<file path="config.mk">
export PLATFORM = sky130hd
export DESIGN_NAME = alu_cluster
export DESIGN_NICKNAME = d
export VERILOG_FILES = /design/src/design/alu_pkg.sv /design/src/design/alu_cluster.sv /design/src/design/alu_exec.sv /design/src/design/alu_rs.sv /design/src/design/issue_select.sv
export SDC_FILE = /design/constraint.sdc
export NUM_CORES = 2
export LEC_CHECK = 0
export BUFFER_PORTS_ARGS = -buffer_cell sky130_fd_sc_hd__buf_2
export CAP_MARGIN = 15
export CORE_MARGIN = 1.5
export CORE_UTILIZATION = 55
export DETAILED_ROUTE_END_ITERATION = 8
export GPL_ROUTABILITY_DRIVEN = 0
export PLACE_DENSITY = 0.74
export SLEW_MARGIN = 20
export SYNTH_ARGS = -nofsm -noshare
export SYNTH_HDL_FRONTEND = slang
export SYNTH_SLANG_ARGS = --single-unit
</file>
<file path="constraint.sdc">
create_clock -name clk -period 5.8 [get_ports clk]
set_clock_uncertainty 0.05 [all_clocks]
set_input_delay 1.16 -clock clk [delete_from_list [all_inputs] [get_ports clk]]
set_output_delay 1.16 -clock clk [all_outputs]
set_load 0.005 [all_outputs]
</file>
<file path="src/design/alu_pkg.sv">
package alu_pkg;

	// station and datapath sizes
	localparam int RS_SIZE = 4;
	localparam int TAG_W   = 3;
	localparam int XLEN    = 32;

	// shift amount taken from the low bits of the second operand
	localparam int SHAMT_W = 5;

	typedef logic [$clog2(RS_SIZE)-1:0] rs_index_t;
	typedef logic [TAG_W-1:0]           tag_t;
	typedef logic [XLEN-1:0]            word_t;

	typedef enum logic [2:0] {
		op_add,
		op_sub,
		op_and,
		op_or,
		op_xor,
		op_sll,
		op_srl,
		op_slt
	} alu_op_t;

	// value when ready, otherwise tag of the producer still awaited
	typedef struct packed {
		logic  ready;
		tag_t  tag;
		word_t value;
	} operand_t;

	// one instruction as handed over by a dispatch lane
	typedef struct packed {
		alu_op_t        op;
		operand_t [1:0] src;
		tag_t           dest_tag;
	} dispatch_t;

	// station slot with the dispatch fields plus occupancy
	typedef struct packed {
		logic           busy;
		alu_op_t        op;
		operand_t [1:0] src;
		tag_t           dest_tag;
	} rs_entry_t;

	// result broadcast
	typedef struct packed {
		logic  valid;
		tag_t  tag;
		word_t value;
	} cdb_packet_t;

endpackage

</file>
<file path="src/design/alu_cluster.sv">
`timescale 1ns/1ps

module alu_cluster (
	input  logic                        clk,
	input  logic                        rst_n,
	input  logic                        flush,

	input  logic                  [1:0] dispatch_taken,
	input  alu_pkg::dispatch_t    [1:0] dispatch,
	output logic                  [1:0] slot_ready,
	output alu_pkg::rs_index_t    [1:0] slot_index,

	input  alu_pkg::cdb_packet_t        ext_cdb,
	output alu_pkg::cdb_packet_t        cdb
);
	import alu_pkg::*;

	logic [RS_SIZE-1:0] issuable;
	logic               issue_valid;
	rs_index_t          issue_index;
	rs_entry_t          issue_entry;

	// own result bus loops back for wakeup
	alu_rs alu_rs_inst (
		.clk            ( clk            ),
		.rst_n          ( rst_n          ),
		.flush          ( flush          ),
		.dispatch_taken ( dispatch_taken ),
		.dispatch       ( dispatch       ),
		.slot_ready     ( slot_ready     ),
		.slot_index     ( slot_index     ),
		.cdb            ( cdb            ),
		.ext_cdb        ( ext_cdb        ),
		.issuable       ( issuable       ),
		.issue_valid    ( issue_valid    ),
		.issue_index    ( issue_index    ),
		.issue_entry    ( issue_entry    )
	);

	issue_select issue_select_inst (
		.clk         ( clk         ),
		.rst_n       ( rst_n       ),
		.flush       ( flush       ),
		.issuable    ( issuable    ),
		.issue_valid ( issue_valid ),
		.issue_index ( issue_index )
	);

	alu_exec alu_exec_inst (
		.clk         ( clk         ),
		.rst_n       ( rst_n       ),
		.flush       ( flush       ),
		.issue_valid ( issue_valid ),
		.issue_entry ( issue_entry ),
		.cdb         ( cdb         )
	);

endmodule

</file>
<file path="src/design/alu_exec.sv">
`timescale 1ns/1ps

module alu_exec (
	input  logic                  clk,
	input  logic                  rst_n,
	input  logic                  flush,

	input  logic                  issue_valid,
	input  alu_pkg::rs_entry_t    issue_entry,

	output alu_pkg::cdb_packet_t  cdb
);
	import alu_pkg::*;

	word_t                a;
	word_t                b;
	logic [SHAMT_W-1:0]   shamt;
	word_t                result;

	logic                 cdb_valid_q;
	tag_t                 cdb_tag_q;
	word_t                cdb_value_q;

	assign a     = issue_entry.src[0].value;
	assign b     = issue_entry.src[1].value;
	assign shamt = b[SHAMT_W-1:0];

	always_comb begin
		unique case (issue_entry.op)
			op_add: result = a + b;
			op_sub: result = a - b;
			op_and: result = a & b;
			op_or:  result = a | b;
			op_xor: result = a ^ b;
			op_sll: result = a << shamt;
			// logical shift with zero fill
			op_srl: result = a >> shamt;
			op_slt: result = word_t'($signed(a) < $signed(b));
			default: result = '0;
		endcase
	end

	// one pulse per issue and none after flush
	always_ff @(posedge clk) begin
		if (!rst_n || flush) begin
			cdb_valid_q <= 1'b0;
		end else begin
			cdb_valid_q <= issue_valid;
		end
	end

	always_ff @(posedge clk) begin
		if (issue_valid) begin
			cdb_tag_q   <= issue_entry.dest_tag;
			cdb_value_q <= result;
		end
	end

	assign cdb.valid = cdb_valid_q;
	assign cdb.tag   = cdb_tag_q;
	assign cdb.value = cdb_value_q;

endmodule

</file>
<file path="src/design/alu_rs.sv">
`timescale 1ns/1ps

module alu_rs (
	input  logic                          clk,
	input  logic                          rst_n,
	input  logic                          flush,

	// dispatch lanes
	input  logic                    [1:0] dispatch_taken,
	input  alu_pkg::dispatch_t      [1:0] dispatch,
	output logic                    [1:0] slot_ready,
	output alu_pkg::rs_index_t      [1:0] slot_index,

	// result buses
	input  alu_pkg::cdb_packet_t          cdb,
	input  alu_pkg::cdb_packet_t          ext_cdb,

	// issue side
	output logic  [alu_pkg::RS_SIZE-1:0]  issuable,
	input  logic                          issue_valid,
	input  alu_pkg::rs_index_t            issue_index,
	output alu_pkg::rs_entry_t            issue_entry
);
	import alu_pkg::*;

	rs_entry_t [RS_SIZE-1:0] rs_q;
	rs_entry_t [RS_SIZE-1:0] rs_n;

	logic      [1:0] slot_ready_q;
	logic      [1:0] slot_ready_n;
	rs_index_t [1:0] slot_index_q;
	rs_index_t [1:0] slot_index_n;

	assign slot_ready  = slot_ready_q;
	assign slot_index  = slot_index_q;
	assign issue_entry = rs_q[issue_index];

	// capture a broadcast value for a waiting operand
	function automatic operand_t wake(operand_t opnd, cdb_packet_t own, cdb_packet_t ext);
		operand_t res;
		res = opnd;
		if (!opnd.ready && own.valid && own.tag == opnd.tag) begin
			res.ready = 1'b1;
			res.value = own.value;
		end else if (!opnd.ready && ext.valid && ext.tag == opnd.tag) begin
			res.ready = 1'b1;
			res.value = ext.value;
		end
		return res;
	endfunction

	// ready to go when both sources are known
	always_comb begin
		for (int i = 0; i < RS_SIZE; i++) begin
			issuable[i] = rs_q[i].busy && rs_q[i].src[0].ready && rs_q[i].src[1].ready;
		end
	end

	// wakeup, then free, then dispatch writes
	always_comb begin
		rs_n = rs_q;

		for (int i = 0; i < RS_SIZE; i++) begin
			for (int s = 0; s < 2; s++) begin
				rs_n[i].src[s] = wake(rs_q[i].src[s], cdb, ext_cdb);
			end
		end

		if (issue_valid) begin
			rs_n[issue_index].busy = 1'b0;
		end

		// a source broadcast in this very cycle lands as ready
		for (int l = 0; l < 2; l++) begin
			if (dispatch_taken[l]) begin
				rs_n[slot_index_q[l]].busy     = 1'b1;
				rs_n[slot_index_q[l]].op       = dispatch[l].op;
				rs_n[slot_index_q[l]].dest_tag = dispatch[l].dest_tag;
				for (int s = 0; s < 2; s++) begin
					rs_n[slot_index_q[l]].src[s] = wake(dispatch[l].src[s], cdb, ext_cdb);
				end
			end
		end
	end

	// slot offers from next occupancy with the highest free index first
	always_comb begin
		slot_ready_n = '0;
		slot_index_n = '0;

		for (int i = 0; i < RS_SIZE; i++) begin
			if (!rs_n[i].busy) begin
				slot_ready_n[0] = 1'b1;
				slot_index_n[0] = rs_index_t'(i);
			end
		end

		for (int i = 0; i < RS_SIZE; i++) begin
			if (!rs_n[i].busy && slot_index_n[0] != rs_index_t'(i)) begin
				slot_ready_n[1] = 1'b1;
				slot_index_n[1] = rs_index_t'(i);
			end
		end
	end

	always_ff @(posedge clk) begin
		rs_q <= rs_n;
		if (!rst_n || flush) begin
			for (int i = 0; i < RS_SIZE; i++) begin
				rs_q[i].busy <= 1'b0;
			end
			slot_ready_q    <= 2'b11;
			slot_index_q[0] <= rs_index_t'(RS_SIZE - 1);
			slot_index_q[1] <= rs_index_t'(RS_SIZE - 2);
		end else begin
			slot_ready_q <= slot_ready_n;
			slot_index_q <= slot_index_n;
		end
	end

endmodule

</file>
<file path="src/design/issue_select.sv">
`timescale 1ns/1ps

module issue_select (
	input  logic                         clk,
	input  logic                         rst_n,
	input  logic                         flush,

	input  logic [alu_pkg::RS_SIZE-1:0]  issuable,
	output logic                         issue_valid,
	output alu_pkg::rs_index_t           issue_index
);
	import alu_pkg::*;

	// round-robin pointer where the search starts
	rs_index_t rr_ptr;

	// first issuable entry at or after the pointer
	always_comb begin
		rs_index_t cand;

		cand        = rr_ptr;
		issue_valid = 1'b0;
		issue_index = rr_ptr;

		// walk offsets backwards so the nearest hit is kept last
		for (int k = RS_SIZE - 1; k >= 0; k--) begin
			cand = rr_ptr + rs_index_t'(k);
			if (issuable[cand]) begin
				issue_valid = 1'b1;
				issue_index = cand;
			end
		end
	end

	// move past the winner so every ready entry gets a turn
	always_ff @(posedge clk) begin
		if (!rst_n || flush) begin
			rr_ptr <= '0;
		end else if (issue_valid) begin
			rr_ptr <= issue_index + rs_index_t'(1);
		end
	end

endmodule

</file>
### Word level (Yosys, flattened, before mapping)

Index checks and enable logic that the tools add are counted.

| storage, ports and cells | value |
|---|---|
| flip-flop bits (word level) | 360 |
| bits in latches | 0 |
| bits in writable memories | 0 |
| memory bits (read-only) | 0 |
| input port bits | 197 |
| output and inout port bits | 42 |
| logic and storage cells | 309 |
| memories kept | 0 |

| operators by class | value |
|---|---|
| $add $sub $neg | 6 |
| multiply operators | 0 |
| divide/modulo/power cells | 0 |
| order comparisons | 11 |
| equal/unequal tests | 34 |
| shift-type cells | 2 |
| mux-type cells | 119 |
| bitwise logic cells | 6 |
| reduce and logical (&&, ||, !) cells | 86 |

Operators with widths:

| cell | count |
|---|---|
| $bwmux W316 | 11 |
| $demux W79 S2 | 11 |
| $mux W316 | 3 |
| $mux W32 | 28 |
| $pmux W32 S8 | 1 |
| $mux W79 | 3 |
| $mux W78 | 3 |
| $bmux W79 S2 | 1 |
| $mux W75 | 2 |
| $mux W39 | 2 |
| $eq A3 B3 Y1 | 24 |
| $logic_and A1 B1 Y1 | 63 |
| $mux W1 | 42 |
| $add A32 B32 Y32 | 1 |
| $and A32 B32 Y32 | 1 |
| $lt A32 B32 Y1 | 1 |
| $or A32 B32 Y32 | 1 |
| $shl A32 B5 Y32 | 1 |
| $shr A32 B5 Y32 | 1 |
| $sub A32 B32 Y32 | 1 |
| $xor A32 B32 Y32 | 1 |
| $lt A2 B3 Y1 const B | 7 |
| $logic_not A1 Y1 | 17 |
| $eq A3 B3 Y1 const B | 4 |
| 16 further kinds | 34 |

### Longest topological paths before layout

| depth | value |
|---|---|
| word-level depth | 34 |
| mapped depth | 25 |
| mapped depth without buffers | 21 |

### Cells and area by module

A second synthesis with hierarchy kept.

| second synthesis, totals | value |
|---|---|
| cell total of the unflattened synthesis | 4088 |
| area, all modules | 32992.9 um2 |

Modules (own cells, without submodules):

| module | times used | cells each | area an instance (um2) | sequential area each (um2) |
|---|---|---|---|---|
| alu_rs | 1 | 2799 | 23747.8 | 6446.2 |
| alu_exec | 1 | 1262 | 9049.9 | 1071.0 |
| issue_select | 1 | 27 | 195.2 | 40.0 |

### Least setup slack after synthesis

Ideal clock, no wire load.

| timing | value |
|---|---|
| kind | register to register |
| start point | reg alu_rs_inst.rs_q[275] (netlist bit) |
| end point | reg alu_exec_inst.cdb_value_q[31], data pin |
| setup time | 0.277 ns |
| data arrival time | 4.801 ns |
| data required time | 5.473 ns |
| slack | 0.671 ns |
| stages on the path, launching flop included | 21 |
| path buffers | 4 |
| period minus slack after synthesis | 5.129 ns |
| cell sequence | dfxtp_1 and3_2 o22ai_1 o2bb2ai_1 nor2_4 buf_2 buf_2 buf_1 mux2i_1 ha_1 clkbuf_1 and3_1 nand2_1 o41ai_1 o21ai_0 a21oi_1 a31o_2 a31oi_1 and3b_1 o32ai_1 o2111ai_1 |

| between the ends | value |
|---|---|
| longest elaborated chain between the ends | 12 |
| elaborated cells on any way between the ends | 32 |
| those cells by class | add/sub (2); eq/ne (7); shift (2); mux (15); bitwise (3); reduce/logical (3) |

RTL lines:

| element | line | RTL |
|---|---|---|
| start: declaration | alu_rs.sv:26 | `rs_entry_t [RS_SIZE-1:0] rs_q;` |
| start signal: assignment | alu_rs.sv:107 | `rs_q <= rs_n;` |
| $logic_and A1 B1 Y1 (*) (2 in a row) | alu_rs.sv:55 | `issuable[i] = rs_q[i].busy && rs_q[i].src[0].ready && rs_q[i].src[1].ready;` |
| $bmux W1 S2 | issue_select.sv:28 | `if (issuable[cand]) begin` |
| $mux W1 (not written as such) | issue_select.sv:28 |  |
| $mux W2 (3 in a row) | issue_select.sv:28 |  |
| $mux W2 (*) | issue_select.sv:28 |  |
| $bmux W79 S2 (*) | alu_rs.sv:36 | `assign issue_entry = rs_q[issue_index];` |
| $mux W78 (not written as such) (*) | alu_rs.sv:36 |  |
| $sub A32 B32 Y32 (tied with other cells) | alu_exec.sv:31 | `op_sub: result = a - b;` |
| $pmux W32 S8 (*) | alu_exec.sv:29 | `unique case (issue_entry.op)` |
| net alu_exec_inst.result[31] | alu_exec.sv:18 | `word_t result;` |
| end signal: assignment | alu_exec.sv:55 | `cdb_value_q <= result;` |
| end: declaration | alu_exec.sv:22 | `word_t cdb_value_q;` |

Mark *: on every way through the listed nets, which the timed path passes. The rest lies on a longest branch. The select of a mux whose other input is x is not followed.
A chain may end at the register's enable or synchronous reset.

### Worst setup path after layout

Ends and elaborated chain as after synthesis.

==> impl_metrics.json <==
{
  "status": "complete, but fails checks",
  "violations": "design-rule violations",
  "ctsHoldBuffers": 0,
  "grt_pass1_wl_mm": 197,
  "powerDensity_mw_per_mm2": 588,
  "core-area_mm2": 0.0594,
  "via_per_inst": 6.72,
  "synthFlopType": "dfxtp_1",
  "wl_mm": 133,
  "yosysTopAreaCell": "mux2i_1",
  "synth_area_leaders": "mux2i_1 (21%), dfxtp_1 (20%), a21oi_1 (8.7%), nor2_1 (7.5%), o21ai_0 (6.0%)",
  "critical_path.max_fanout": 46,
  "instances_no_fill": 5325,
  "p_leak_nw": 14.7,
  "syn-cell-area_mm2": 0.0332,
  "clockBufferDepth": 3,
  "dr_total_vias": 35800,
  "synth.most_common_cell": "mux2i_1",
  "drtIter0Drc": 5331,
  "max-cap-violations": 0,
  "stdcell_area_mm2": 0.0361,
  "crit_path_top_delay_cell": "a22oi_2",
  "synth.distinct_cells": 96,
  "drc": 30,
  "synthArstFlopShare_pct": 0,
  "hold_viol": 0,
  "synth_warnings": 0,
  "path_clk_slew_ps": 70,
  "wl_per_cell_um": 24.9,
  "dp_cells": 5235,
  "clock.fmax_mhz": 177,
  "end_kind": "flip-flop",
  "drt_first_pass_iters": 9,
  "start_kind": "flip-flop",
  "arrival_ps": 5940,
  "fin_ws_ps": 142,
  "slowest_delay_ps": 450,
  "postSynthAreaPerCell_um2": 7.25,
  "io_pins": 239,
  "synth_edf_count": 35,
  "criticalPathCategory": "flip-flop to flip-flop",
  "clkLatencyLatePin_ps": 620,
  "grt_pass1_vias": 32100,
  "overflow": 0,
  "synthTopCellsByCount": "mux2i_1 (698), nor2_1 (659), a21oi_1 (575), nand2_1 (488), o21ai_0 (400)",
  "drv_slew": 0,
  "grt_start_max_net_pins": 159,
  "crit_chain": "and3_2, a22oi_2, nand3_4, buf_12, buf_16, mux2i_1, mux2_2, inv_1, ha_1, inv_1, nand2_1, o311ai_0, a21oi_1, o41ai_1, buf_4, o21ai_0, a21oi_1, a31o_2, a31oi_1, and3b_1, o32ai_1, o2111ai_1",
  "grt_antenna_before_repair": 3,
  "pre_cts_slack_ps": 182,
  "drtAntennaViolNets": 0,
  "cts_tree": "built",
  "synth_seq_area_share_pct": 22.8,
  "crit_family": "compound AO/OA/AOI/OAI gates",
  "dpl.hpwl_mm": 86.4,
  "cp_data_required_time_ps": 6080,
  "cts-buffers-inserted": 44,
  "dpl-instance-area_mm2": 0.0344,
  "synth_nets": 4874,
  "fin_hold_ws_ps": 424,
  "start_util_pct": 55.9,
  "die_h_um": 249,
  "slew_headroom_pct": 28.9,
  "post-route-period-util_pct": 97.5,
  "fin_nets": 4817,
  "grt_usage_pct": 40.6,
  "die-area_mm2": 0.0618,
  "die_x_um": 249,
  "area_delta_synth_final_pct": 8.74,
  "htree_levels": 2,
  "setup_viol": 0,
  "drive_above_1_share_pct": 11.8,
  "synthCells": 4574,
  "max_slew.worst_pin.slew_ps": 1060,
  "clkSinkCount": 360,
  "fin_crit_ps": 5660,
  "cts_root_buf": "clkbuf_16",
  "num_rows": 89,
  "ir_drop_uv": 338,
  "ys_seq_elements": 360,
  "synth.top_cell.area_share_pct": 21.1,
  "worst-path-buf-inv": 5,
  "final_util_pct": 60.8,
  "min_path_type": "flip-flop to flip-flop",
  "port_buffers": 238
}
==> registers in the layout (all words and copies together) (netlist names) <==
signal and flops:
alu_rs_inst.rs_q 316, alu_exec_inst.cdb_value_q 32, alu_rs_inst.slot_index 4, alu_exec_inst.cdb_tag_q 3
alu_rs_inst.slot_ready 2, issue_select_inst.rr_ptr 2, alu_exec_inst.cdb_valid_q 1
==> timing repair <==
| action | in CTS | in global routing |
|---|---|---|
| setup buffers | 0 | 8 |
| gates resized for setup | 0 | 6 |
| setup endpoints to repair | 0 | 9 |
| endpoints found under the hold margin | 0 | 0 |
==> path summary, 6_finish.rpt <==
kind         cells past startpoint  slack, ps             startpoint                       endpoint
min reg2reg                      2        420   alu_rs_inst.rs_q[79]           alu_rs_inst.rs_q[79]
max                             22        140  alu_rs_inst.rs_q[275]  alu_exec_inst.cdb_value_q[31]
max reg2reg                     22        140  alu_rs_inst.rs_q[275]  alu_exec_inst.cdb_value_q[31]
min                              2        420   alu_rs_inst.rs_q[79]           alu_rs_inst.rs_q[79]
==> stage by stage <==
stage	setup TNS, ps	power [W]
detailed placement	0	0.0175
finish	0	0.0212
floorplan	0	0.0140
global placement	0	0.0173
CTS	0	0.0205
global route	-11.3	0.0223
==> cells in the final DEF (no fill, tap or decap), types with 91 or more instances in the layout <==
| master | Yosys | layout |
|---|---|---|
| nor2_1 | 659 | 658 |
| buf_4 | 17 | 95 |
| dfxtp_1 | 325 | 324 |
| a211oi_1 | 147 | 147 |
| nand2_1 | 488 | 488 |
| a21oi_1 | 575 | 574 |
| mux2i_1 | 698 | 696 |
| o21ai_0 | 400 | 400 |
| buf_2 | 36 | 238 |
| ha_1 | 101 | 101 |
| inv_1 | 91 | 91 |
==> layout make-up <==
| cell class | instances | area [µm²] |
|---|---|---|
| multi-input combinational | 3673 | 23600 |
| fill | 5371 | 23300 |
| sequential | 360 | 7560 |
| timing repair buffer | 341 | 2070 |
| clock buffer | 66 | 1340 |
| tap | 773 | 967 |
| inverter | 97 | 364 |
| clock inverter | 14 | 156 |
| antenna | 1 | 2.50 |
==> worst register-to-register path, stage by stage, from the launching register on <==
cell,delay (ps)
dfxtp_1,330
and3_2,270
a22oi_2,450
nand3_4,130
buf_12,180
buf_16,220
mux2i_1,230
mux2_2,250
inv_1,80
ha_1,390
inv_1,140
nand2_1,70
o311ai_0,410
a21oi_1,230
o41ai_1,380
buf_4,230
o21ai_0,130
a21oi_1,240
a31o_2,210
a31oi_1,150
and3b_1,220
o32ai_1,220
o2111ai_1,160
==> power by group <==
| group | total [W] | leakage [nW] | internal, W | switching (W) |
|---|---|---|---|---|
| Sequential | 0.00438 | 3.05 | 0.00356 | 0.000822 |
| Clock | 0.00293 | 0.735 | 0.00169 | 0.00124 |
| Combinational | 0.0139 | 10.9 | 0.00523 | 0.00865 |
==> logic make-up (layout without fill, tap and decap cells) <==
| family | Yosys count | after routing | synth area share (%) |
|---|---|---|---|
| compound gates | 1373 | 1373 | 24.0 |
| simple gates | 1343 | 1344 | 16.8 |
| mux | 750 | 750 | 23.0 |
| buf+inv | 542 | 518 | 6.79 |
| flops | 360 | 360 | 22.8 |
| fa+ha+maj | 104 | 104 | 3.96 |
| xor+xnor | 102 | 102 | 2.69 |
| other cells | 0 | 1 | 0 |
==> routing by layer <==
layer	vias up	wire [µm]	track usage [%]
li1	16000	-	-
met1	16400	50600	53.4
met2	2778	54500	59.2
met3	561	19600	12.9
met4	6	8150	21.4
met5	-	38	0
No activity file was read; power rests on OpenSTA's default activity.
